File: config.mk
export PLATFORM = sky130hd
export DESIGN_NAME = kernel_control
export DESIGN_NICKNAME = d
export VERILOG_FILES = /design/src/source/systolic_pkg.sv /design/src/source/kernel_control.sv
export SDC_FILE = /design/constraint.sdc
export NUM_CORES = 1
export LEC_CHECK = 0
export BUFFER_PORTS_ARGS = -buffer_cell sky130_fd_sc_hd__clkbuf_2
export CAP_MARGIN = 20
export CORE_AREA = 2 2 39 41
export CTS_BUF_LIST = sky130_fd_sc_hd__clkbuf_8
export DETAILED_ROUTE_END_ITERATION = 12
export DIE_AREA = 0 0 41 43
export PLACE_DENSITY_LB_ADDON = 0.05
export SETUP_SLACK_MARGIN = 0.4
export SYNTH_ARGS = -nofsm -noshare
export SYNTH_HDL_FRONTEND = slang
export SYNTH_SLANG_ARGS = --single-unit
File: constraint.sdc
create_clock -name ap_clk -period 2.1 [get_ports ap_clk]
set_clock_uncertainty 0.1 [all_clocks]
set_input_delay 0.315 -clock ap_clk [delete_from_list [all_inputs] [get_ports ap_clk]]
set_output_delay 0.315 -clock ap_clk [all_outputs]
set_load 0.01 [all_outputs]
File: src/source/systolic_pkg.sv
//////////////////////////////
// Systolic kernel package
// Array sizes, stream lengths, lane types and kernel phases
//////////////////////////////
package systolic_pkg;

  // Array geometry
  localparam int ARRAY_DIM = 4;
  localparam int WORD_W    = 32;
  localparam int BEAT_W    = ARRAY_DIM * WORD_W;

  // Input and output beats per run, skewed over the array diagonal
  localparam int STREAM_BEATS = 2 * ARRAY_DIM - 1;

  // Zero steps that push the last rows out to the output register
  localparam int DRAIN_STEPS = ARRAY_DIM;
  localparam int TOTAL_STEPS = STREAM_BEATS + DRAIN_STEPS;

  // Counter widths
  localparam int STEP_CNT_W = $clog2(TOTAL_STEPS + 1);
  localparam int OUT_CNT_W  = $clog2(STREAM_BEATS);
  localparam int WCNT_W     = $clog2(ARRAY_DIM);

  // One lane word, and a full beat with lane 0 in the top word
  typedef logic [WORD_W-1:0] word_t;
  typedef logic [BEAT_W-1:0] beat_t;

  typedef enum logic [1:0] {
    phase_idle,
    phase_load,
    phase_stream,
    phase_finish
  } phase_e;

endpackage

File: src/source/kernel_control.sv
//////////////////////////////
// Kernel control
// Start detection, phase sequencing and idle/done/ready status
//////////////////////////////
`timescale 1ns/100ps

module kernel_control (
  input  logic                 ap_clk,
  input  logic                 areset,
  input  logic                 ap_start,
  input  logic                 weights_loaded,
  input  logic                 stream_done,
  output logic                 start_pulse,
  output systolic_pkg::phase_e phase,
  output logic                 ap_idle,
  output logic                 ap_done,
  output logic                 ap_ready
);
  import systolic_pkg::*;

  logic ap_start_r;

  // Rising edge of ap_start taken only while idle
  always_ff @(posedge ap_clk) begin
    if (areset) begin
      ap_start_r  <= 1'b0;
      start_pulse <= 1'b0;
    end else begin
      ap_start_r  <= ap_start;
      start_pulse <= ap_start && !ap_start_r && (phase == phase_idle);
    end
  end

  //////////////////////////////
  // Phase sequencing
  //////////////////////////////
  always_ff @(posedge ap_clk) begin
    if (areset) begin
      phase <= phase_idle;
    end else begin
      case (phase)
        phase_idle:   if (start_pulse) phase <= phase_load;
        phase_load:   if (weights_loaded) phase <= phase_stream;
        phase_stream: if (stream_done) phase <= phase_finish;
        default:      phase <= phase_idle;
      endcase
    end
  end

  // Idle returns with done and drops the cycle after start
  always_ff @(posedge ap_clk) begin
    if (areset) begin
      ap_idle <= 1'b1;
    end else if ((phase == phase_stream) && stream_done) begin
      ap_idle <= 1'b1;
    end else if (start_pulse) begin
      ap_idle <= 1'b0;
    end
  end

  // Finish lasts a single cycle
  assign ap_done  = (phase == phase_finish);
  assign ap_ready = ap_done;

  a_done_single: assert property (
    @(posedge ap_clk) disable iff (areset)
      ap_done |-> ap_idle ##1 (!ap_done && ap_idle)
  ) else $error("ap_done not a single-cycle pulse with idle set");

endmodule

==> results of run 1 <==
## registers in the layout (all words and copies together), names as in the netlist
register / count
start_pulse: 1
ap_start_r: 1
phase: 2
ap_idle: 1
## area by class of cell
cell class / instances / share of cell area
clock inverter: 1 / 0.00923
sequential: 5 / 0.265
tap: 16 / 0.0492
timing repair buffer: 12 / 0.160
clock buffer: 3 / 0.102
multi-input combinational: 16 / 0.369
inverter: 5 / 0.0462
## layer usage
layer,global-route usage,wire (um)
met5,0,0
met1,0.0839,216
met4,0.0200,0
met3,0.0942,62
met2,0.106,257
## worst max-delay path, cell delays in order, from the launching register on
cell and delay [ns]:
dfxtp_4 0.37, inv_2 0.04, ha_2 0.19, a222oi_1 0.39, mux2_1 0.36
## timing repair
item | CTS | global route
setup buffers | 1 | 1
gates resized for setup | 0 | 6
cloned | 0 | 0
setup endpoints to repair | 1 | 2
pin swaps | 1 | 3
## cell usage in the layout (no fill, tap or decap)
cell / count
ha_1: 3
dfxtp_4: 2
inv_2: 2
mux2i_1: 1
clkbuf_8: 3
inv_1: 4
ha_2: 2
buf_4: 2
clkbuf_2: 10
a222oi_1: 1
a221o_2: 1
nor2b_1: 1
and3b_1: 1
dfxtp_1: 3
nor2_1: 2
nand2b_1: 2
mux2_1: 1
nor3_1: 1
## where the power goes
group	leakage (nW)	switching (mW)	internal, mW
registers	0.0426	0.0293	0.128
clock network	0.0269	0.0471	0.125
logic	0.139	0.0897	0.116
total	0.209	0.166	0.370
## through the flow
step | hold WS [ns] | power, mW | setup WS, ns | cells | area [um2]
finish | 0.243 | 0.536 | 0.524 | 58 | 407
global route | 0.243 | 0.590 | 0.405 | 58 | 407
CTS | 0.240 | 0.521 | 0.416 | 57 | 389
detailed placement | 0.388 | 0.320 | 0.337 | 52 | 337
global placement | 0.376 | 0.319 | 0.388 | 52 | 337
floorplan | 0.294 | 0.263 | 0.449 | 27 | 274
## path summary, 6_finish.rpt
path                 end  depth (start not counted)        start  slack [ns]
max reg2reg     phase[0]                          4     phase[1]        0.52
min              ap_idle                          2  stream_done        0.24
max             phase[0]                          4     phase[1]        0.52
min reg2reg  start_pulse                          1   ap_start_r        0.39
## cell families (layout without fill, tap and decap cells)
kind of cell | Yosys count | count (layout) | share of synthesized area
simple gates | 7 | 7 | 0.147
buf+inv | 6 | 21 | 0.0968
fa+ha+maj | 5 | 5 | 0.230
flops | 5 | 5 | 0.369
compound gates | 2 | 2 | 0.0783
mux | 2 | 2 | 0.0783
==> impl_metrics.yaml, run 1 <==
outcome:
  outcome: "completed"
timing:
  min_period_ns: 1.58
  grt_setup_unrepaired: "false"
  worstMarginPinSlew_ns: 0.376
  hold_violations: 0
  setup-tns-final_ns: 0
  drv_slew: 0
  max_freq_mhz: 634
  finalSetupViolCount: 0
  period_share: 0.751
  slew_headroom: 0.749
yosys:
  syn_area_per_cell_um2: 10.1
  ys_ff_latch: 5
  synth_edf_count: 0
  synthFlopType: "dfxtp_1"
  synthArstFlopShare: 0
  yosysSeqAreaShare: 0.369
  synth_nets: 37
  synthCells: 27
  synth_common_cells: "dfxtp_1, ha_1, inv_1, nand2b_1, nor2_1"
  synth_area_leaders: "dfxtp_1, ha_1, inv_1"
  ys_types: 13
  syn_area_um2: 272
  yosysTopAreaCell: "dfxtp_1"
  yosys_warnings: 0
  synth_top_area_share: 0.369
global_routing:
  grt_pass1_wl_um: 855
  overflow: 0
  grt_pass1_vias: 210
  grt_usage: 0.0814
  grt_max_degree: 7
  antenna_found_initial: 0
die:
  dieArea_um2: 1760
  die_y_um: 43
  core_area_um2: 1380
  ioPinCount: 11
  start_util: 0.196
  rows: 14
  die_width_um: 41
drt:
  drt_wl_total_um: 536
  dr.pass1.iters: 4
  viasPerCell: 3.93
  ant_nets: 0
  vias: 228
  routedWlPerCell_um: 9.24
  post-route-drc-count: 0
  first_iter_violations: 6
cts:
  cts.path.max_buffers: 2
  clock_latency_ns: 0.22
  clockRootBuffer: "clkbuf_8"
  clk_pin_slew_ns: 0.04
  htreeDepth: 1
  cts_tree: "built"
  cts_hold_buf: 0
  cts_buffers: 3
  numClockSinks: 5
final_layout:
  fillers: 156
  finalNetCount: 53
  drive_gt1_frac: 0.524
  final_core_util: 0.294
  n_antenna_cell: 0
  multiInputGateArea_um2: 150
  area_delta_synth_final_pct: 49.8
  regArea_um2: 108
critical_path:
  criticalPathCategory: "flip-flop to flip-flop"
  required_ns: 2.10
  worst_ep_arrival_time_ns: 1.58
  worstPathMaxFanout: 6
  cp-start-kind: "flip-flop"
  worstSetupEndpointType: "flip-flop"
power:
  pwr_density_cell_nw_per_um2: 1320
  ir_drop_uv: 344
  leakagePower_nw: 0.209
place:
  gp_congestion: 0.672
  port_buffers: 10
worst_hold_path:
  hold_path.class: "primary input to flip-flop"
run:
  cap_violations: 0
Power figures use the tool's default switching activity.
==> run 2: changes to the inputs <==
Clock period 2.1 ns to 1.3 ns, I/O delays scaled along.
==> impl_metrics.yaml, run 2 (same netlist as run 1, synthesis figures left out) <==
drt:
  viasPerCell: 3.97
  vias: 262
  dr.pass1.iters: 4
  post-route-drc-count: 0
  met3WireLength_um: 34
  first_iter_violations: 9
  ant_nets: 0
  wl_met2_um: 326
  routedWlPerCell_um: 9.48
  drt_wl_total_um: 626
  met1Wirelength_um: 265
  maxUsedRoutingLayer: "met3"
final_layout:
  layout_common_cells: "buf_6, buf_4, inv_1, clkbuf_8, clkbuf_2"
  top_register: "phase"
  drive_gt1_frac: 0.660
  area_delta_synth_final_pct: 108
  finalNetCount: 61
  final_core_util: 0.409
  final_cell_area_um2: 566
  n_antenna_cell: 0
  largest_reg_flops: 2
  final_cells: 66
  final_common_cell: "buf_6"
place:
  gp_congestion: 0.657
  port_buffers: 10
  place_inst: 59
  dp_slack_ns: -0.244
  placed_cell_area_um2: 424
cts:
  cts.path.max_buffers: 2
  cts_tree: "built"
  clk_pin_slew_ns: 0.04
  numClockSinks: 5
  htreeDepth: 1
  clock_latency_ns: 0.22
  cts_buffers: 3
  clockRootBuffer: "clkbuf_8"
  cts_hold_buf: 0
timing:
  setup_ws_ns: -0.257
  timing.hold.ws_ns: 0.120
  drv_slew: 0
  max_freq_mhz: 642
  setup-tns-final_ns: -0.668
  hold_violations: 0
  min_period_ns: 1.56
  period_share: 1.20
  worstMarginPinSlew_ns: 0.409
  finalSetupViolCount: 5
  grt_setup_unrepaired: "true"
  slew_headroom: 0.728
worst_hold_path:
  hold_path.class: "primary input to flip-flop"
  holdPathStages: 2
critical_path:
  worstSetupEndpointType: "flip-flop"
  criticalPathCategory: "flip-flop to flip-flop"
  cp-start-kind: "flip-flop"
  worstPathMaxFanout: 4
  r2r_end: "phase[0]"
  required_ns: 1.30
  r2r_setup_slack_ns: -0.26
  r2r-start: "phase[0]"
  crit_start: "phase[0]"
  worst_ep_arrival_time_ns: 1.56
  crit_end: "phase[0]"
  r2r_cells: 4
power:
  switchingPower_mw: 0.356
  power_frac_clock: 0.253
  total_power_mw: 1.14
  pwr-share-comb: 0.517
  p_sw_frac: 0.312
  seq_power_share: 0.230
  ir_drop_uv: 730
  p_int_mw: 0.783
  pwr_density_cell_nw_per_um2: 2010
  leakagePower_nw: 0.269
global_routing:
  grt_usage: 0.0825
  grt_pass1_vias: 228
  overflow: 0
  grt_pass1_wl_um: 890
  grt_max_degree: 7
  antenna_found_initial: 0
die:
  die_width_um: 41
  core_area_um2: 1380
  start_util: 0.196
  dieArea_um2: 1760
  ioPinCount: 11
  rows: 14
  die_y_um: 43
outcome:
  violations: "negative setup slack"
  outcome: "finished with violations"
run:
  cap_violations: 0
-- run 2: changes by cell type in the layout (fill, tap and decap cells not counted), sizes merged --
cell / before / now
buf: 2 / 15
clkbuf: 13 / 8
-- run 2: cell type report --
class / instances / area, um2
Inverter: 5 / 23.8
Clock inverter: 1 / 3.75
Tap cell: 16 / 20.0
Timing Repair Buffer: 20 / 184
Sequential cell: 5 / 110
Multi-Input combinational cell: 16 / 183
Clock buffer: 3 / 41.3
Fill cell: 144 / 818
-- run 2: what timing repair did --
item | CTS | global route
pin swaps | 1 | 0
setup endpoints to repair | 10 | 10
setup buffers | 1 | 2
resized for setup | 5 | 15
-- run 2: layer usage --
layer / vias up / GRT usage
met5: - / 0
met4: 0 / 0.0800
met3: 0 / 0.0314
met2: 6 / 0.103
met1: 122 / 0.100
li1: 134 / -
-- run 2: how the worst min path moves through the flow --
stage	from	end	slack (ns)
global route	ap_start	ap_start_r	0.13
detailed placement	stream_done	ap_idle	0.35
global placement	stream_done	ap_idle	0.34
finish	stream_done	ap_idle	0.12
CTS	stream_done	ap_idle	0.12
floorplan	areset	ap_start_r	0.17
-- run 2: power by group through the flow --
stage | logic (mW) | registers (mW) | clock network (mW)
finish | 0.589 | 0.262 | 0.288
global route | 0.651 | 0.266 | 0.307
CTS | 0.501 | 0.256 | 0.296
detailed placement | 0.454 | 0.258 | 0
global placement | 0.458 | 0.258 | 0
floorplan | 0.217 | 0.279 | 0
-- run 2: critical path, cell delays in order, from the launching register on --
cell and delay (ns):
dfxtp_4 0.37, inv_4 0.05, ha_4 0.15, a222oi_1 0.41, mux2_1 0.36
