$ cat src/source/systolic_pkg.sv
//////////////////////////////
// Systolic kernel package
// Array sizes, stream lengths, lane types and kernel phases
//////////////////////////////
package systolic_pkg;

  // Array geometry
  localparam int ARRAY_DIM = 4;
  localparam int WORD_W    = 32;
  localparam int BEAT_W    = ARRAY_DIM * WORD_W;

  // Input and output beats per run, skewed over the array diagonal
  localparam int STREAM_BEATS = 2 * ARRAY_DIM - 1;

  // Zero steps that push the last rows out to the output register
  localparam int DRAIN_STEPS = ARRAY_DIM;
  localparam int TOTAL_STEPS = STREAM_BEATS + DRAIN_STEPS;

  // Counter widths
  localparam int STEP_CNT_W = $clog2(TOTAL_STEPS + 1);
  localparam int OUT_CNT_W  = $clog2(STREAM_BEATS);
  localparam int WCNT_W     = $clog2(ARRAY_DIM);

  // One lane word, and a full beat with lane 0 in the top word
  typedef logic [WORD_W-1:0] word_t;
  typedef logic [BEAT_W-1:0] beat_t;

  typedef enum logic [1:0] {
    phase_idle,
    phase_load,
    phase_stream,
    phase_finish
  } phase_e;

endpackage

$ cat src/source/weight_loader.sv
//////////////////////////////
// Weight loader
// Takes four weight beats and shifts them down the array columns
//////////////////////////////
`timescale 1ns/100ps

module weight_loader (
  input  logic                 ap_clk,
  input  logic                 areset,
  input  logic                 start_pulse,
  input  systolic_pkg::phase_e phase,
  input  logic                 weight_tvalid,
  input  systolic_pkg::beat_t  weight_tdata,
  output logic                 weight_tready,
  output logic                 weight_shift,
  output systolic_pkg::beat_t  weight_beat,
  output logic                 weights_loaded
);
  import systolic_pkg::*;

  logic [WCNT_W-1:0] beat_cnt;

  // Ready until the last row is in
  assign weight_tready = (phase == phase_load) && !weights_loaded;
  assign weight_shift  = weight_tvalid && weight_tready;

  // Top row of the array takes the beat as it is accepted
  assign weight_beat = weight_tdata;

  always_ff @(posedge ap_clk) begin
    if (areset) begin
      beat_cnt       <= '0;
      weights_loaded <= 1'b0;
    end else if (start_pulse) begin
      beat_cnt       <= '0;
      weights_loaded <= 1'b0;
    end else if (weight_shift) begin
      beat_cnt <= beat_cnt + 1'b1;
      if (beat_cnt == WCNT_W'(ARRAY_DIM - 1)) begin
        weights_loaded <= 1'b1;
      end
    end
  end

  a_no_extra_beat: assert property (
    @(posedge ap_clk) disable iff (areset)
      (weights_loaded && !start_pulse) |=> !weight_shift
  ) else $error("weight beat accepted after the array was full");

endmodule

$ cat config.mk
export PLATFORM = sky130hd
export DESIGN_NAME = weight_loader
export DESIGN_NICKNAME = d
export VERILOG_FILES = /design/src/source/systolic_pkg.sv /design/src/source/weight_loader.sv
export SDC_FILE = /design/constraint.sdc
export NUM_CORES = 1
export LEC_CHECK = 0
export BUFFER_PORTS_ARGS = -buffer_cell sky130_fd_sc_hd__buf_2
export CAP_MARGIN = 20
export CORE_AREA = 2 2 102 104
export CTS_BUF_LIST = sky130_fd_sc_hd__clkbuf_2
export CTS_CLUSTER_SIZE = 25
export DETAILED_ROUTE_END_ITERATION = 6
export DIE_AREA = 0 0 104 106
export GPL_TIMING_DRIVEN = 0
export HOLD_SLACK_MARGIN = 0.15
export PLACE_DENSITY = 0.46
export SETUP_SLACK_MARGIN = 0.15
export SLEW_MARGIN = 20
export SYNTH_ARGS = -nofsm -noshare
export SYNTH_HDL_FRONTEND = slang
export SYNTH_SLANG_ARGS = --single-unit
$ cat constraint.sdc
create_clock -name ap_clk -period 1.9 [get_ports ap_clk]
set_input_delay 0.38 -clock ap_clk [delete_from_list [all_inputs] [get_ports ap_clk]]
set_output_delay 0.38 -clock ap_clk [all_outputs]
set_load 0.02 [all_outputs]
==> reports/metrics.cfg, run 1 <==
[die]
die_h_um = 106
io_pins = 265
die-area_um2 = 11000
fp-row-count = 37
start_util_pct = 11.3
fp.dieW_um = 104
coreArea_um2 = 10000

[yosys]
ys_seq_area_share_pct = 5.29
synth.distinct_cells = 9
syn_area_per_cell_um2 = 7.94
synth_area_leader_cell = buf_4
synth_nets = 278
synth_area_leaders = buf_4, dfxtp_1, nor3b_1
yosys_register_bits = 3
yosys_warnings = 0
syn_area_um2 = 1130
synth_top_area_share_pct = 84.7
synth_cells = 143

[clocking]
cts_buffer_depth = 2
path_clk_slew_ns = 0.04
tritoncts = done
cts-resized-gates = 0
clock-sinks = 3
htree_levels = 1
postCtsSetupRepairBufs = 0
hold_buffers = 0
cts_inserted_buffers = 3
cts_root_buf = clkbuf_2
clock_latency_ns = 0.20

[worst_setup_path]
end_kind = primary output
critical_path_required_ns = 1.52
cp_max_fo = 4
slowest_delay_ns = 0.35
rrSetupSlack_ns = 0.82
worstPathCellList = and4bb_4, buf_2
crit_buf_inv = 1
path_class = flop to primary output
reg2reg_from = beat_cnt[0]
r2r-end = beat_cnt[1]
cpMaxStageDelayCell = and4bb_4
arrival_ns = 1.05
cp_top_family = simple AND/OR/NAND/NOR gates
cp-start-kind = flop
reg2reg_depth = 3

[detailed_routing]
wirelength_um = 3870
drc = 0
drt-wirelength-per-cell_um = 9.23
num_vias = 1262
drtIter0Drc = 22
firstDrtPassIters = 4
ant_nets = 0
post_drt_via_cell_ratio = 3.01

[sta]
rsz0062_at_grt = no
post-route-period-util_pct = 75.2
period_needed_ns = 1.43
postLayoutSetupSlackWorst_ns = 0.472
hold-worst-slack_ns = 0.535
setup_viol = 0
final_hold_viol_count = 0
final.setup.tns_ns = 0
drv_slew = 0
relSlewSlack_pct = 88.9
skew_ns = 0.00117
worst_pin_slew_ns = 0.167
fmax_mhz = 700

[worst_hold_path]
hp-start = weights_loaded
holdPathStages = 1
hold_class = flop to flop
holdPathEnd = weights_loaded

[final_layout]
num-fill-cells = 1135
final_cell_mix = buf_2, buf_4, nor3b_1, clkbuf_2, dfxtp_1
final_common_cell = buf_2
syn_to_final_growth_pct = 76.7
fin_area_um2 = 2010
drive_above_1_share_pct = 95.8
layout.nets = 419
antenna_cells = 0

[grt]
grt_max_degree = 7
grt_pass1_wl_um = 5110
antenna_found_initial = 0
track_usage_pct = 5.81
overflow = 0
grt_pass1_vias = 1125

[job]
maxCapViolCount = 0

[power_and_ir_drop]
peakVddDrop_mv = 0.103
p_switching_uw = 309
pwr-share-clk_pct = 12.8
power.total_uw = 695
combPwrFrac_pct = 78.0
power_switching_share_pct = 44.4
intPower_uw = 386
p_seq_share_pct = 9.2
p_leak_uw = 0.00124
p_per_area_nw_per_um2 = 347

[run_status]
outcome = finished, final reports clean

[place]
placed_cell_area_um2 = 1990
portBuffers = 136
gp_congestion = 0.807
post-place-ws_ns = 0.489
hpwl_um = 3690

[Yosys cell counts, drive strengths merged]
cell type and instances:
a22o 1, and4bb 1, buf 128, dfxtp 3, ha 1, mux2 2
nor2 1, nor3 1, nor3b 5
[per-stage QoR]
stage,instances,util [%]
6_report,419,20.1
5_1_grt,419,20.1
4_1_cts,419,20.1
3_5_place_dp,415,19.9
3_3_place_gp,415,19.9
2_1_floorplan,143,-
[how the worst max path moves through the flow]
stage / end / cells after the start / from
floorplan: weight_tready / 1 / weights_loaded
global placement: weight_shift / 3 / phase[1]
CTS: weight_shift / 2 / weights_loaded
finish: weight_shift / 2 / weights_loaded
detailed placement: weight_shift / 3 / phase[1]
global route: weight_shift / 2 / weights_loaded
[layout make-up]
cell class / instances / area [um2] / area share (%)
Buffer: 128 / 961 / 47.9
Sequential cell: 3 / 60.1 / 2.99
Clock buffer: 4 / 20.0 / 0.998
Timing Repair Buffer: 136 / 681 / 33.9
Tap cell: 136 / 170 / 8.48
Multi-Input combinational cell: 12 / 114 / 5.68
[worst register-to-register path, cell delays in order, from the launching register on]
cell	delay [ns]
dfxtp_1	0.32
ha_1	0.28
nor3b_1	0.13
mux2_4	0.25
[state kept, by name (all words and copies together) (netlist names)]
signal          flops
weights_loaded      1
beat_cnt            2
[per-layer routing]
layer	track usage, %	part of all wire, %	up-vias
met5	0	0	-
li1	-	-	594
met1	5.90	32	527
met2	11.1	54	139
met3	1.72	13	2
met4	2.32	0.80	0
[cell families after synthesis]
| kind of cell | after synthesis | share of synthesized area, % |
|---|---|---|
| compound gates | 1 | 0.772 |
| fa+ha+maj | 1 | 1.10 |
| buf+inv | 128 | 84.7 |
| flops | 3 | 5.29 |
| mux | 2 | 2.65 |
| simple gates | 8 | 5.51 |
[power groups by stage]
stage               Sequential, uW  Clock (uW)  Combinational [uW]
floorplan                     65.1           0                 403
global placement              65.2           0                 546
detailed placement            65.3           0                 547
CTS                           64.1        93.7                 548
global route                  64.1        99.1                 569
finish                        64.2        88.8                 542
No activity file was read; power rests on OpenSTA's default activity.
==> run 2: changes to the inputs <==
Settings changed: ABC_AREA from default to 1, CORE_AREA 2 2 102 104 to 2 2 104 106, DIE_AREA 0 0 104 106 to 0 0 106 108, PLACE_DENSITY 0.46 to 0.44.
Clock period 1.9 ns to 1.4 ns, I/O delays scaled along.
==> run 2 against run 1 <==
Combinational power up 36%. Non-clock buffer count up 2. Sequential cell count unchanged. Critical endpoint unchanged. Largest cell class unchanged.
==> reports/metrics.cfg, run 2 <==
[run_status]
outcome = finished, final reports clean

[clocking]
tritoncts = done
path_clk_slew_ns = 0.05
cts_root_buf = clkbuf_2
hold_buffers = 0
cts_buffer_depth = 2
clock-sinks = 3
cts_inserted_buffers = 3
htree_levels = 1
clock_latency_ns = 0.21

[die]
coreArea_um2 = 10200
start_util_pct = 11.1
fp-row-count = 37
fp.dieW_um = 106
io_pins = 265
die-area_um2 = 11400
die_h_um = 108

[yosys]
synth_top_area_share_pct = 84.5
synth_enable_flop_cells = 0
synth_cells = 154
synth_area_leader_cell = buf_4
synth_nets = 289
synth.distinct_cells = 11
syn_area_per_cell_um2 = 7.39
ys.flop_type = dfxtp_1
synth_area_leaders = buf_4, dfxtp_1, inv_1
synth_most_common_cell = buf_4
ys_async_sr_fraction_pct = 0
ys_seq_area_share_pct = 5.28
yosys_warnings = 0
synth_common_cells = buf_4, inv_1, nand2_1
syn_area_um2 = 1140
yosys_register_bits = 3

[grt]
antenna_found_initial = 0
grt_max_degree = 6
grt_pass1_vias = 997
grt_pass1_wl_um = 3860
track_usage_pct = 4.12
overflow = 0

[place]
gp_congestion = 0.730
hpwl_um = 3120
placed_cell_area_um2 = 1990
post-place-ws_ns = 0.221
portBuffers = 136

[sta]
postLayoutSetupSlackWorst_ns = 0.176
post-route-period-util_pct = 87.5
setup_viol = 0
final_hold_viol_count = 0
worst_pin_slew_ns = 0.210
fmax_mhz = 817
final.setup.tns_ns = 0
period_needed_ns = 1.22
skew_ns = 0.00729
drv_slew = 0
rsz0062_at_grt = yes
relSlewSlack_pct = 85.9

[worst_setup_path]
path_class = flop to primary output
arrival_ns = 0.94
r2r-end = beat_cnt[1]
cp_max_fo = 4
end_kind = primary output
reg2reg_depth = 5
critical_path_required_ns = 1.12
rrSetupSlack_ns = 0.44
cp-start-kind = flop
reg2reg_from = beat_cnt[0]

[detailed_routing]
ant_nets = 0
drtIter0Drc = 10
drt-wirelength-per-cell_um = 7.54
drc = 0
post_drt_via_cell_ratio = 3.00
num_vias = 1297
wirelength_um = 3260
firstDrtPassIters = 2

[final_layout]
final_common_cell = buf_2
syn_to_final_growth_pct = 79.6
final_util_pct = 20.0
largest_register_ffs = 2
antenna_cells = 0
top_register = beat_cnt
layout.nets = 432
drive_above_1_share_pct = 92.9
fin_area_um2 = 2040
top_regs = beat_cnt: 2 flops, weights_loaded: 1 flops
final_cell_mix = buf_2, buf_4, inv_1, nand2_1, clkbuf_2

[worst_hold_path]
holdPathStages = 4
holdPathEnd = weights_loaded
hp-start = start_pulse
hold_class = primary input to flop

[power_and_ir_drop]
peakVddDrop_mv = 0.218
power.total_uw = 948
p_leak_uw = 0.00127
p_per_area_nw_per_um2 = 464

[job]
maxCapViolCount = 0

==> run 2: cell types whose count changed in the layout (fill, tap and decap cells not counted), moves of 2 or more <==
cell     change
buf_4        +2
inv_1        +7
nand2_1      +4
nor3b_1      -5
mux2_4       -2
nand4_1      +3
nor2_1       +2
==> run 2: worst max path at each step <==
stage | from | end | slack, ns
after floorplan | weights_loaded | weight_tready | 0.17
after global placement | phase[1] | weight_shift | 0.22
after detailed placement | phase[1] | weight_shift | 0.22
after CTS | weights_loaded | weight_shift | 0.16
after global routing | weights_loaded | weight_shift | 0.12
final | weights_loaded | weight_shift | 0.18
==> run 2: critical path, cell delays in order, from the launching register on <==
cell     delay, ns
dfxtp_4       0.36
nor2_4        0.12
nand3_2       0.08
inv_2         0.06
buf_6         0.11
==> run 2: layer usage <==
layer  global-route usage, %  up-vias  wire, um
met5                       0        -         0
met4                    1.13        0        14
met3                    1.15        2       606
met2                    10.2      158      1930
met1                    2.60      517       706
li1                        -      620         -
==> run 2: logic make-up (layout without fill, tap and decap cells) <==
logic type | Yosys count | after routing | synth area share (%)
buf+inv | 136 | 278 | 87.1
flops | 3 | 3 | 5.28
compound gates | 1 | 1 | 0.440
simple gates | 13 | 13 | 6.05
fa+ha+maj | 1 | 1 | 1.10
==> run 2: what timing repair did <==
action                                  in CTS  in global routing
endpoints found under the setup margin       1                  2
cloned                                       0                  0
setup buffers                                1                  1
pin swaps                                    1                  1
gates resized for setup                      3                  4
==> run 2: through the flow <==
step | cells | hold WS (ns)
detailed placement | 426 | 0.491
CTS | 431 | 0.321
global route | 432 | 0.336
global placement | 426 | 0.483
finish | 432 | 0.325
floorplan | 154 | 0.436
==> run 2: where the power goes <==
group | leakage (uW) | internal [uW] | switching (uW) | total, uW
sequential | 0.0000251 | 85.0 | 0.858 | 85.9
clock | 0.0000166 | 75.5 | 49.4 | 125
combinational | 0.00122 | 367 | 371 | 738
total | 0.00127 | 528 | 421 | 948
==> run 2: area by class of cell <==
class	instances	area (um2)
timing repair buffer	138	702
multi-input combinational	15	96.3
buffer	128	961
fill	1130	8190
clock buffer	4	20.0
tap	136	170
sequential	3	63.8
inverter	8	30.0
