===== config.mk =====
export PLATFORM = sky130hd
export DESIGN_NAME = stream_sequencer
export DESIGN_NICKNAME = d
export VERILOG_FILES = /design/src/source/systolic_pkg.sv /design/src/source/stream_sequencer.sv
export SDC_FILE = /design/constraint.sdc
export NUM_CORES = 1
export LEC_CHECK = 0
export BUFFER_PORTS_ARGS = -buffer_cell sky130_fd_sc_hd__buf_2
export CAP_MARGIN = 30
export CORE_AREA = 10 10 196 198
export DETAILED_ROUTE_END_ITERATION = 10
export DIE_AREA = 0 0 206 208
export PLACE_DENSITY = 0.48
export SYNTH_ARGS = -nofsm -noshare
export SYNTH_HDL_FRONTEND = slang
export SYNTH_SLANG_ARGS = --single-unit

===== constraint.sdc =====
create_clock -name ap_clk -period 4.82 [get_ports ap_clk]
set_input_delay 0 -clock ap_clk [delete_from_list [all_inputs] [get_ports ap_clk]]
set_output_delay 0 -clock ap_clk [all_outputs]
set_load 0.03 [all_outputs]

===== src/source/systolic_pkg.sv =====
//////////////////////////////
// Systolic kernel package
// Array sizes, stream lengths, lane types and kernel phases
//////////////////////////////
package systolic_pkg;

  // Array geometry
  localparam int ARRAY_DIM = 4;
  localparam int WORD_W    = 32;
  localparam int BEAT_W    = ARRAY_DIM * WORD_W;

  // Input and output beats per run, skewed over the array diagonal
  localparam int STREAM_BEATS = 2 * ARRAY_DIM - 1;

  // Zero steps that push the last rows out to the output register
  localparam int DRAIN_STEPS = ARRAY_DIM;
  localparam int TOTAL_STEPS = STREAM_BEATS + DRAIN_STEPS;

  // Counter widths
  localparam int STEP_CNT_W = $clog2(TOTAL_STEPS + 1);
  localparam int OUT_CNT_W  = $clog2(STREAM_BEATS);
  localparam int WCNT_W     = $clog2(ARRAY_DIM);

  // One lane word, and a full beat with lane 0 in the top word
  typedef logic [WORD_W-1:0] word_t;
  typedef logic [BEAT_W-1:0] beat_t;

  typedef enum logic [1:0] {
    phase_idle,
    phase_load,
    phase_stream,
    phase_finish
  } phase_e;

endpackage


===== src/source/stream_sequencer.sv =====
//////////////////////////////
// Stream sequencer
// Feeds input beats and drain zeros, collects output beats
//////////////////////////////
`timescale 1ns/100ps

module stream_sequencer (
  input  logic                 ap_clk,
  input  logic                 areset,
  input  logic                 start_pulse,
  input  systolic_pkg::phase_e phase,
  input  logic                 weights_loaded,
  input  logic                 input_tvalid,
  input  systolic_pkg::beat_t  input_tdata,
  input  systolic_pkg::beat_t  psum_beat,
  input  logic                 output_tready,
  output logic                 input_tready,
  output logic                 step,
  output systolic_pkg::beat_t  act_beat,
  output logic                 output_tvalid,
  output systolic_pkg::beat_t  output_tdata,
  output logic                 output_tlast,
  output logic                 stream_done
);
  import systolic_pkg::*;

  logic [STEP_CNT_W-1:0] step_cnt;
  logic [OUT_CNT_W-1:0]  out_cnt;
  logic                  active;
  logic                  out_free;
  logic                  feeding;
  logic                  draining;
  logic                  capture;
  logic                  out_xfer;

  assign active   = (phase == phase_stream) && weights_loaded;
  // Whole array stalls while a result waits on the output
  assign out_free = !output_tvalid || output_tready;
  assign feeding  = step_cnt < STEP_CNT_W'(STREAM_BEATS);
  assign draining = !feeding && (step_cnt < STEP_CNT_W'(TOTAL_STEPS));

  assign input_tready = active && feeding && out_free;
  assign step         = (input_tvalid && input_tready) || (active && draining && out_free);
  assign act_beat     = feeding ? input_tdata : '0;

  // Bottom row carries valid sums from step DRAIN_STEPS on
  assign capture      = step && (step_cnt >= STEP_CNT_W'(DRAIN_STEPS));
  assign out_xfer     = output_tvalid && output_tready;
  assign output_tlast = output_tvalid && (out_cnt == OUT_CNT_W'(STREAM_BEATS - 1));

  //////////////////////////////
  // Counters and output valid
  //////////////////////////////
  always_ff @(posedge ap_clk) begin
    if (areset) begin
      step_cnt      <= '0;
      out_cnt       <= '0;
      output_tvalid <= 1'b0;
      stream_done   <= 1'b0;
    end else begin
      stream_done <= out_xfer && output_tlast;
      if (start_pulse) begin
        step_cnt <= '0;
        out_cnt  <= '0;
      end else begin
        if (step) step_cnt <= step_cnt + 1'b1;
        if (out_xfer) out_cnt <= out_cnt + 1'b1;
      end
      if (capture) begin
        output_tvalid <= 1'b1;
      end else if (output_tready) begin
        output_tvalid <= 1'b0;
      end
    end
  end

  // Output beat register
  always_ff @(posedge ap_clk) begin
    if (capture) begin
      output_tdata <= psum_beat;
    end
  end

  a_out_hold: assert property (
    @(posedge ap_clk) disable iff (areset)
      (output_tvalid && !output_tready) |=> (output_tvalid && $stable(output_tdata))
  ) else $error("output beat changed while stalled");

endmodule


==> results.md, run 1 <==
* Status: finished, final reports clean
* Hold Fails Final Rpt at 0
* Post-synth EDFFs at approximately 130
* Sequential share of power at between 40% and 50%
* Reported net switching power at just under 800 µW
* Fmax at ~380 MHz
* Ys Warns at 0
* Initial DRC count at slightly above 200
* CTS resizes at 0
* Post-Route Skew at 0.0120 ns
* Via count at 5166
* GRT Residual Overflow at 0
* Relative slew margins at between 40% and 50%
* First-pass GRT wire length at ~38000 µm
* Reg2reg setup slack at roughly 2.2 ns
* Fin nets at between 1000 and 1500
* Worst path arrival time at ~2.7 ns
* Peak supply drop at about 0.16 mV
* Post-synthesis cell type count at 31
* CP max FO at 65
* CTS tree: done
* Hold Crit Depth at 4
* Post-route ant nets at 0
* Die Y at between 200 and 250 µm
* Critical Path End Type: flip-flop
* Die area at between 40000 and 50000 µm²
* Post-Syn Nets at between 500 and 600
* CP required at slightly below 5 ns
* Largest net degree at the start of global routing at between 60 and 70
* Top_reg_cell synth: edfxtp_1
* Wire per inst at about 18 µm
* Pre-antenna DRT Iters at 4
* Path category of the worst min-delay check: in2reg
* Register bit total from synthesis at between 100 and 150
* Minimum clock period at 2.64 ns
* H-tree lvl count at 4
* Combinational power share at between 10% and 20%
* Final Max Slew Viols at 0
* Seq/Total Area, Yosys at between 70% and 80%
* IO Pins at 525
* Crit path launch type: flip-flop
* Internal at roughly 2.2 mW
* Final wirelength at roughly 26000 µm
* GRT Total Usage at a little under an eighth
* Worst R2R Path Depth at 6
* Pwr Total at 3.03 mW
* Row count at 68
* Share of layout cells above drive strength 1 at 56.4%
* Max-cap viol count at 0
* Initial antenna violation count at 5
* Async set-reset flop share out of synthesis at 0%
* Post-DR vias/cell at 3.53
* Reg-to-Reg End: output_tdata[82]$_DFFE_PP_
* # fillers at between 3000 and 4000
* Hold Crit Endpoint: step_cnt[0]$_SDFFE_PP0P_
* Sw Share at a little over a quarter
* Worst-Margin Slew at approximately 0.86 ns
* Pwr per Cell Area at just under 300 nW/µm²
* Tcrit/Tclk final at a little over half
* Mapped Cells at 326
* Mapped Area at between 5000 and 6000 µm²
* Total CTS buffers at 17
* Post-DP HPWL at about 21000 µm
* Syn avg cell area at between 15 and 20 µm²
* Clock Power Share at 43.3%
* Core area at roughly 34000 µm²
* RSZ-0062 raised after global routing: false
* Vias in the first global route at 5780
* DRC Markers at 0
* Initial Util at 15.1%
* Setup_tns at 0 ns
* IO Port Bufs at roughly 520
* Max Root-Sink Buffers at 2
* Placer Congestion at 0.819
* WS Path Type: reg2reg
* Clk Latency, worst-skew pair at approximately 0.41 ns
* Setup violations, final at 0
* Static Leak at 4.57 nW
* Syn-to-layout area delta at 98.4%
* CTS clk-pin slew, worst paths at 0.07 ns
* Root buffer cell: clkbuf_16
* Sink Count at roughly 140
* Launching point of the worst reg2reg path: step_cnt[0]$_SDFFE_PP0P_
* Die width at 206 µm
* Worst hold start: weights_loaded
## cells in the final DEF (no fill, tap or decap), types with 2 or more instances in the layout
cell type / Yosys / layout
buf_12: 0 / 2
dfxtp_1: 9 / 9
nand3_1: 2 / 2
buf_2: 3 / 524
ha_1: 3 / 3
clkbuf_16: 0 / 17
o21ai_0: 3 / 3
inv_8: 0 / 3
nor2_1: 7 / 6
inv_6: 0 / 5
inv_1: 3 / 2
edfxtp_1: 128 / 128
nand2_1: 5 / 5
diode_2: 0 / 3
dlygate4sd3_1: 0 / 135
nor3_1: 2 / 2
and2_1: 128 / 128
clkinvlp_4: 0 / 3
a21oi_1: 3 / 3
## stage by stage
stage | hold slack, ns | utilization (%) | std cells | setup slack [ns] | cell area [µm²]
after floorplan | 0.0624 | - | 326 | 0.676 | 5200
after global placement | 0.177 | 24.3 | 1292 | 2.10 | 8350
after detailed placement | 0.178 | 24.4 | 1293 | 2.12 | 8370
after CTS | 0.0127 | 30.0 | 1460 | 2.06 | 10300
after global routing | 0.0635 | 30.0 | 1463 | 2.00 | 10300
final | 0.0445 | 30.0 | 1463 | 2.18 | 10300
## logic make-up after synthesis
kind of cell               count (synthesis)  share of synthesized area [%]
buffers and inverters                     18                           1.66
DFF                                      137                           77.4
adders and majority gates                  3                          0.722
muxes                                      1                          0.193
and+or+nand+nor                          155                           18.4
AOI/OAI and AO/OA                         10                           1.25
xor gates and xnor gates                   2                          0.337
## what timing repair did
action | 4_1_cts | 5_1_grt
hold buffers | 135 | 0
setup buffers | 0 | 0
hold endpoints to repair | 137 | 0
## Yosys cell counts, types with 2 or more instances
cell type | number | area share [%]
a21oi_1 | 3 | 0.29
and2_1 | 128 | 15
buf_2 | 3 | 0.29
clkbuf_2 | 12 | 1.2
dfxtp_1 | 9 | 3.5
edfxtp_1 | 128 | 74
ha_1 | 3 | 0.72
inv_1 | 3 | 0.22
nand2_1 | 5 | 0.36
nand3_1 | 2 | 0.19
nor2_1 | 7 | 0.51
nor3_1 | 2 | 0.19
o21ai_0 | 3 | 0.29
## cell type report
cell class | count | area [µm²] | share of cell area (%)
sequential | 137 | 4020 | 39.0
timing repair buffer | 662 | 4020 | 39.0
multi-input combinational | 171 | 1100 | 10.6
tap | 455 | 569 | 5.52
clock buffer | 18 | 429 | 4.16
clock inverter | 14 | 155 | 1.50
inverter | 3 | 13.8 | 0.133
antenna | 3 | 7.51 | 0.0728
## power by group through the flow
stage                     combinational, mW  clock, mW  sequential [mW]
final                                 0.423       1.31             1.30
after global routing                  0.452       1.42             1.30
after CTS                             0.428       1.37             1.30
after detailed placement              0.336          0             1.32
after global placement                0.335          0             1.32
after floorplan                       0.161          0             1.32
## state kept, by name (all words and copies together) (netlist names)
name,cells
output_tdata,128
step_cnt,4
out_cnt,3
output_tvalid,1
stream_done,1
## how the worst max path moves through the flow
stage                        startpoint                         end  slack, ns
2_1_floorplan  step_cnt[0]$_SDFFE_PP0P_   output_tdata[0]$_DFFE_PP_       0.68
3_3_place_gp   step_cnt[0]$_SDFFE_PP0P_  output_tdata[31]$_DFFE_PP_       2.10
3_5_place_dp   step_cnt[0]$_SDFFE_PP0P_  output_tdata[13]$_DFFE_PP_       2.12
4_1_cts        step_cnt[0]$_SDFFE_PP0P_  output_tdata[93]$_DFFE_PP_       2.06
5_1_grt        step_cnt[0]$_SDFFE_PP0P_  output_tdata[93]$_DFFE_PP_       2.00
6_report       step_cnt[0]$_SDFFE_PP0P_  output_tdata[82]$_DFFE_PP_       2.18
## metal layers
layer  vias up  routed length (µm)  global-route usage, %
met3        23                2360                   4.30
met1      2425                9600                   11.7
li1       2470                   -                      -
met5         -                  34                      0
met4         4                 378                   3.26
met2       244               14000                   21.4
## worst max-delay path: stages, from the launching register on
cell	delay [ns]
dfxtp_1	0.37
ha_1	0.20
and2_2	0.22
o31ai_2	0.09
or3_4	0.41
inv_4	0.58
buf_12	0.39
Power figures use the tool's default switching activity.
==> inputs of run 2 (changes only) <==
- clock period: 4.82 -> 2.6 ns (I/O delays scaled with it)
==> run 2 against run 1 <==
Effect of this change: design area increased by 1.6%; first-iteration DRC count increased by 9.7%; total power increased by 85%; non-clock buffer count increased by 14; clock-buffer cell count decreased by 1; core utilization increased by 0.49 points; global-route usage increased by 1.5 points; clock skew increased by 0.0050 ns; register-to-register slack got worse by 1.8 ns; via count increased by 1.7%; highest routed layer unchanged.
==> results.md, run 2 (synthesis gave the netlist of run 1 again) <==
* # fillers at between 3000 and 4000
* First-pass GRT wire length at 41200 µm
* Status: finished, final reports clean
* Peak supply drop at 0.398 mV
* Via count at about 5300
* Initial DRC count at about 230
* Sink Count at ~140
* Path category of the worst min-delay check: in2reg
* Max Root-Sink Buffers at 2
* CP max FO at 24
* Crit path launch type: flip-flop
* Most flops, register: output_tdata
* RSZ-0062 raised after global routing: false
* Worst-Margin Slew at approximately 0.55 ns
* Post-CTS Setup Inserts at 0
* IO Pins at approximately 530
* IO Port Bufs at ~520
* Leading cell type in the layout, fill and taps excluded: buf_2
* Final Max Slew Viols at 0
* Post-DR vias/cell at 3.56
* Hold Fails Final Rpt at 0
* Largest net degree at the start of global routing at 44
* Wire per inst at 19.9 µm
* WS Path Type: reg2reg
* Post-Route Skew at 0.0170 ns
* Static Leak at 4.65 nW
* Tcrit/Tclk final at between 80% and 90%
* Pwr per Cell Area at roughly 540 nW/µm²
* Fin nets at about 1300
* Relative slew margins at a little over three fifths
* Row count at 68
* Post-place setup slack at 0.357 ns
* Minimum clock period at between 2 and 2.5 ns
* Setup WS post-layout at approximately 0.36 ns
* Critical Path End Type: flip-flop
* Vias in the first global route at between 5000 and 6000
* Worst path arrival time at 2.36 ns
* H-tree lvl count at 4
* Post-route ant nets at 0
* Fmax at roughly 450 MHz
* CTS clk-pin slew, worst paths at about 0.070 ns
* Share of layout cells above drive strength 1 at 57.3%
* Max reg flops at between 100 and 150
* GRT Total Usage at about an eighth
* Post-DP HPWL at 24800 µm
* Largest registers: output_tdata (128), step_cnt (4), out_cnt (3)
* Initial Util at between 15 and 20%
* DRC Markers at 0
* Die Y at approximately 210 µm
* Core area at around 34000 µm²
* Placer Congestion at between 0.8 and 0.9
* CTS tree: done
* Final wirelength at about 30000 µm
* CP required at 2.72 ns
* Root buffer cell: clkbuf_16
* Die area at ~43000 µm²
* Hold Slack at ~0.034 ns
* Die width at 206 µm
* Clk Latency, worst-skew pair at 0.43 ns
* Syn-to-layout area delta at 102%
* GRT Residual Overflow at 0
* Most frequent cells in the layout: buf_2 (524), dlygate4sd3_1 (135), and2_1 (128), edfxtp_1 (128), clkbuf_16 (17)
* Initial antenna violation count at 10
* Pre-antenna DRT Iters at 4
* Max-cap viol count at 0
* Total CTS buffers at 17
* Setup violations, final at 0
## run 2: cell types whose count changed in the layout (fill, tap and decap cells not counted), sizes merged
cell,change
buf,+14
clkbuf,-1
clkinv,+2
clkinvlp,-1
## run 2: worst paths after layout
check	from	to	slack, ns	cells past startpoint
min reg2reg	out_cnt[2]$_SDFFE_PP0P_	stream_done$_SDFF_PP0_	0.48	2
min	weights_loaded	step_cnt[0]$_SDFFE_PP0P_	0.03	4
max	step_cnt[0]$_SDFFE_PP0P_	output_tdata[115]$_DFFE_PP_	0.36	6
max reg2reg	step_cnt[0]$_SDFFE_PP0P_	output_tdata[115]$_DFFE_PP_	0.36	6
## run 2: area by class of cell
| class | instances | area, µm² | area share, % |
|---|---|---|---|
| well taps | 455 | 569 | 5.43 |
| repair buffers | 676 | 4160 | 39.7 |
| multi-input cells | 171 | 1120 | 10.7 |
| inverters | 3 | 15.0 | 0.143 |
| flip-flops and latches | 137 | 4030 | 38.4 |
| diodes | 3 | 7.51 | 0.0716 |
| clock buffers | 17 | 425 | 4.06 |
| clock inverters | 15 | 158 | 1.50 |
## run 2: power breakdown
part           switching [mW]  internal, mW  total, mW
sequential           0.000315          2.41       2.41
combinational           0.434         0.389      0.823
clock                    1.03          1.36       2.38
## run 2: per-stage QoR
step	util [%]	power, mW	area [µm²]	cells	TNS, ns
floorplan	-	2.76	5230	326	-86.58
global placement	24.9	3.12	8540	1307	0
detailed placement	24.9	3.12	8540	1307	0
CTS	30.5	5.71	10500	1474	0
global route	30.5	5.84	10500	1475	0
finish	30.5	5.61	10500	1477	0
## run 2: worst max-delay path, stage by stage (launching register included)
cell,delay [ns]
dfxtp_2,0.35
ha_4,0.16
o21ai_1,0.24
o31ai_4,0.13
or3_4,0.37
clkinvlp_4,0.39
buf_12,0.25
## run 2: what timing repair did
item	in CTS	in global routing
gates resized for setup	0	0
hold buffers	135	0
endpoints found under the hold margin	137	0
## run 2: layer usage
metal | global-route usage (%) | routed length (µm)
met5 | 0 | 58
met4 | 2.63 | 217
met3 | 3.78 | 2420
met2 | 21.1 | 14100
met1 | 17.0 | 12600
==> inputs of run 3 (changes only) <==
- BUFFER_PORTS_ARGS: -buffer_cell sky130_fd_sc_hd__buf_2 -> -buffer_cell sky130_fd_sc_hd__buf_4
- RECOVER_POWER: default -> 100
==> run 3 against run 2 <==
Effect of this change: routed wire length is 5.0% higher; worst setup slack got worse by 0.081 ns; first-iteration DRC count rose by 11%.
==> results.md, run 3 (synthesis gave the netlist of run 1 again) <==
* Status: finished, final reports clean
* Hold Crit Endpoint: step_cnt[0]$_SDFFE_PP0P_
* CP max FO at 26
* Placed Cells at between 1000 and 1500
* Static Leak at ~4.3 nW
* Reg-to-Reg End: output_tdata[29]$_DFFE_PP_
* Sequential share of power at between 40% and 50%
* CP required at around 2.6 ns
* Hold Slack at between 0.04 and 0.05 ns
* Setup_tns at 0 ns
* Fmax at 431 MHz
* Leading cell type in the layout, fill and taps excluded: buf_4
* Internal at approximately 4.2 mW
* Max reg flops at roughly 130
* DRC Markers at 0
* Die Y at roughly 210 µm
* Minimum clock period at about 2.3 ns
* Core area at between 30000 and 40000 µm²
* Crit path launch type: flip-flop
* Fin cells at about 1500
* Hold Crit Depth at 4
* Reported net switching power at approximately 1.5 mW
* Root buffer cell: clkbuf_16
* Clock Power Share at between 40 and 50%
* Hold Fails Final Rpt at 0
* Initial antenna violation count at 3
* First-pass GRT wire length at approximately 43000 µm
* Vias in the first global route at roughly 5500
* IO Pins at around 530
* Cells along the critical path: ha_4 -> and2_4 -> nor2_4 -> clkbuf_2 -> and2_1 -> clkbuf_1
* Peak supply drop at 0.381 mV
* Most flops, register: output_tdata
* Worst path arrival time at 2.32 ns
* Path category of the worst min-delay check: in2reg
* Post-Route Skew at about 0.009 ns
* Launching point of the worst reg2reg path: step_cnt[0]$_SDFFE_PP0P_
* Die area at ~43000 µm²
* CTS tree: done
* Final core utilization at 32.1%
* Share of layout cells above drive strength 1 at between 30% and 40%
* Pre-antenna DRT Iters at 4
* GRT Total Usage at 13.7%
* WS Path Type: reg2out
* Max Root-Sink Buffers at 2
* Relative slew margins at between 60% and 70%
* Initial Util at between 15 and 20%
* Initial DRC count at 250
* H-tree lvl count at 4
* Row count at 68
* Largest registers: output_tdata (128), step_cnt (4), out_cnt (3)
* Most frequent cells in the layout: buf_4 (221), clkbuf_1 (178), dlygate4sd3_1 (135)
* Post-DP HPWL at about 26000 µm
* Via count at between 5000 and 6000
* Die width at 206 µm
* Worst hold start: weights_loaded
* Setup violations, final at 0
* IO Port Bufs at roughly 520
* Max-cap viol count at 0
* Fin nets at between 1000 and 1500
* Sink Count at 137
* Post-CTS Setup Inserts at 0
* RSZ-0062 raised after global routing: false
* GRT Residual Overflow at 0
* Wire per inst at 21.1 µm
* Placer Congestion at between 0.9 and 1
* Sw Share at 26.2%
* Syn-to-layout area delta at 112%
* Slowest-stage cell, CP: clkbuf_2
* Post-DR vias/cell at roughly 3.5
* Tcrit/Tclk final at 89.3%
* Combinational power share at approximately 17%
* Crit path largest cell delay at roughly 0.42 ns
* Top delay family on crit path: buffers and inverters
* Final Max Slew Viols at 0
* Reg2reg setup slack at approximately 0.28 ns
* Total CTS buffers at 17
* Post-route ant nets at 0
* Largest net degree at the start of global routing at between 80 and 90
* CTS clk-pin slew, worst paths at ~0.06 ns
* Clk Latency, worst-skew pair at 0.41 ns
* Pwr per Cell Area at between 500 and 600 nW/µm²
* Worst R2R Path Depth at 6
* Final wirelength at 30900 µm
* Critical Path End Type: output port
* Worst path bufs/invs at 2
* Pwr Total at between 5 and 6 mW
* Worst-Margin Slew at 0.553 ns
[run 3: power by group through the flow]
stage,clock (mW),sequential (mW),combinational (mW)
after global placement,0,2.45,0.839
after floorplan,0,2.46,0.300
after CTS,2.40,2.41,1.01
final,2.32,2.41,0.954
after global routing,2.50,2.40,1.01
after detailed placement,0,2.45,0.838
[run 3: area by class of cell]
cell class / instances / area (µm²)
antenna: 1 / 2.50
sequential: 137 / 4030
tap: 455 / 569
fill: 3650 / 23300
multi-input combinational: 171 / 1110
inverter: 3 / 15.0
clock inverter: 15 / 150
clock buffer: 17 / 425
timing repair buffer: 667 / 4730
[run 3: how the worst max path moves through the flow]
stage,startpoint,slack (ns),to,cells after the start
2_1_floorplan,step_cnt[0]$_SDFFE_PP0P_,-0.68,output_tdata[0]$_DFFE_PP_,5
3_3_place_gp,step_cnt[0]$_SDFFE_PP0P_,0.45,output_tdata[104]$_DFFE_PP_,6
3_5_place_dp,step_cnt[0]$_SDFFE_PP0P_,0.39,output_tdata[99]$_DFFE_PP_,6
4_1_cts,step_cnt[0]$_SDFFE_PP0P_,0.37,output_tdata[29]$_DFFE_PP_,6
5_1_grt,step_cnt[0]$_SDFFE_PP0P_,0.16,act_beat[52],6
6_report,step_cnt[0]$_SDFFE_PP0P_,0.28,act_beat[52],6
[run 3: layer usage]
layer	global-route usage, %	vias to the layer above	part of all wire, %
li1	-	2488	-
met1	16.8	2428	41
met4	3.11	0	1.1
met2	23.1	216	50
met5	0	-	0
met3	4.23	21	8.2
[run 3: worst min-delay path: stages]
cell	delay (ns)
buf_4	0.12
nand4b_2	0.13
or3_1	0.12
a21oi_1	0.06
[run 3: repair_timing]
item / 4_1_cts / 5_1_grt
gates resized for setup: 0 / 0
hold endpoints to repair: 137 / 0
hold buffers: 135 / 0
[run 3: through the flow]
step / setup slack, ns / instance area, µm²
after floorplan: -0.676 / 5230
after global placement: 0.446 / 9790
after detailed placement: 0.391 / 9790
after CTS: 0.374 / 11700
after global routing: 0.158 / 11000
final: 0.279 / 11000
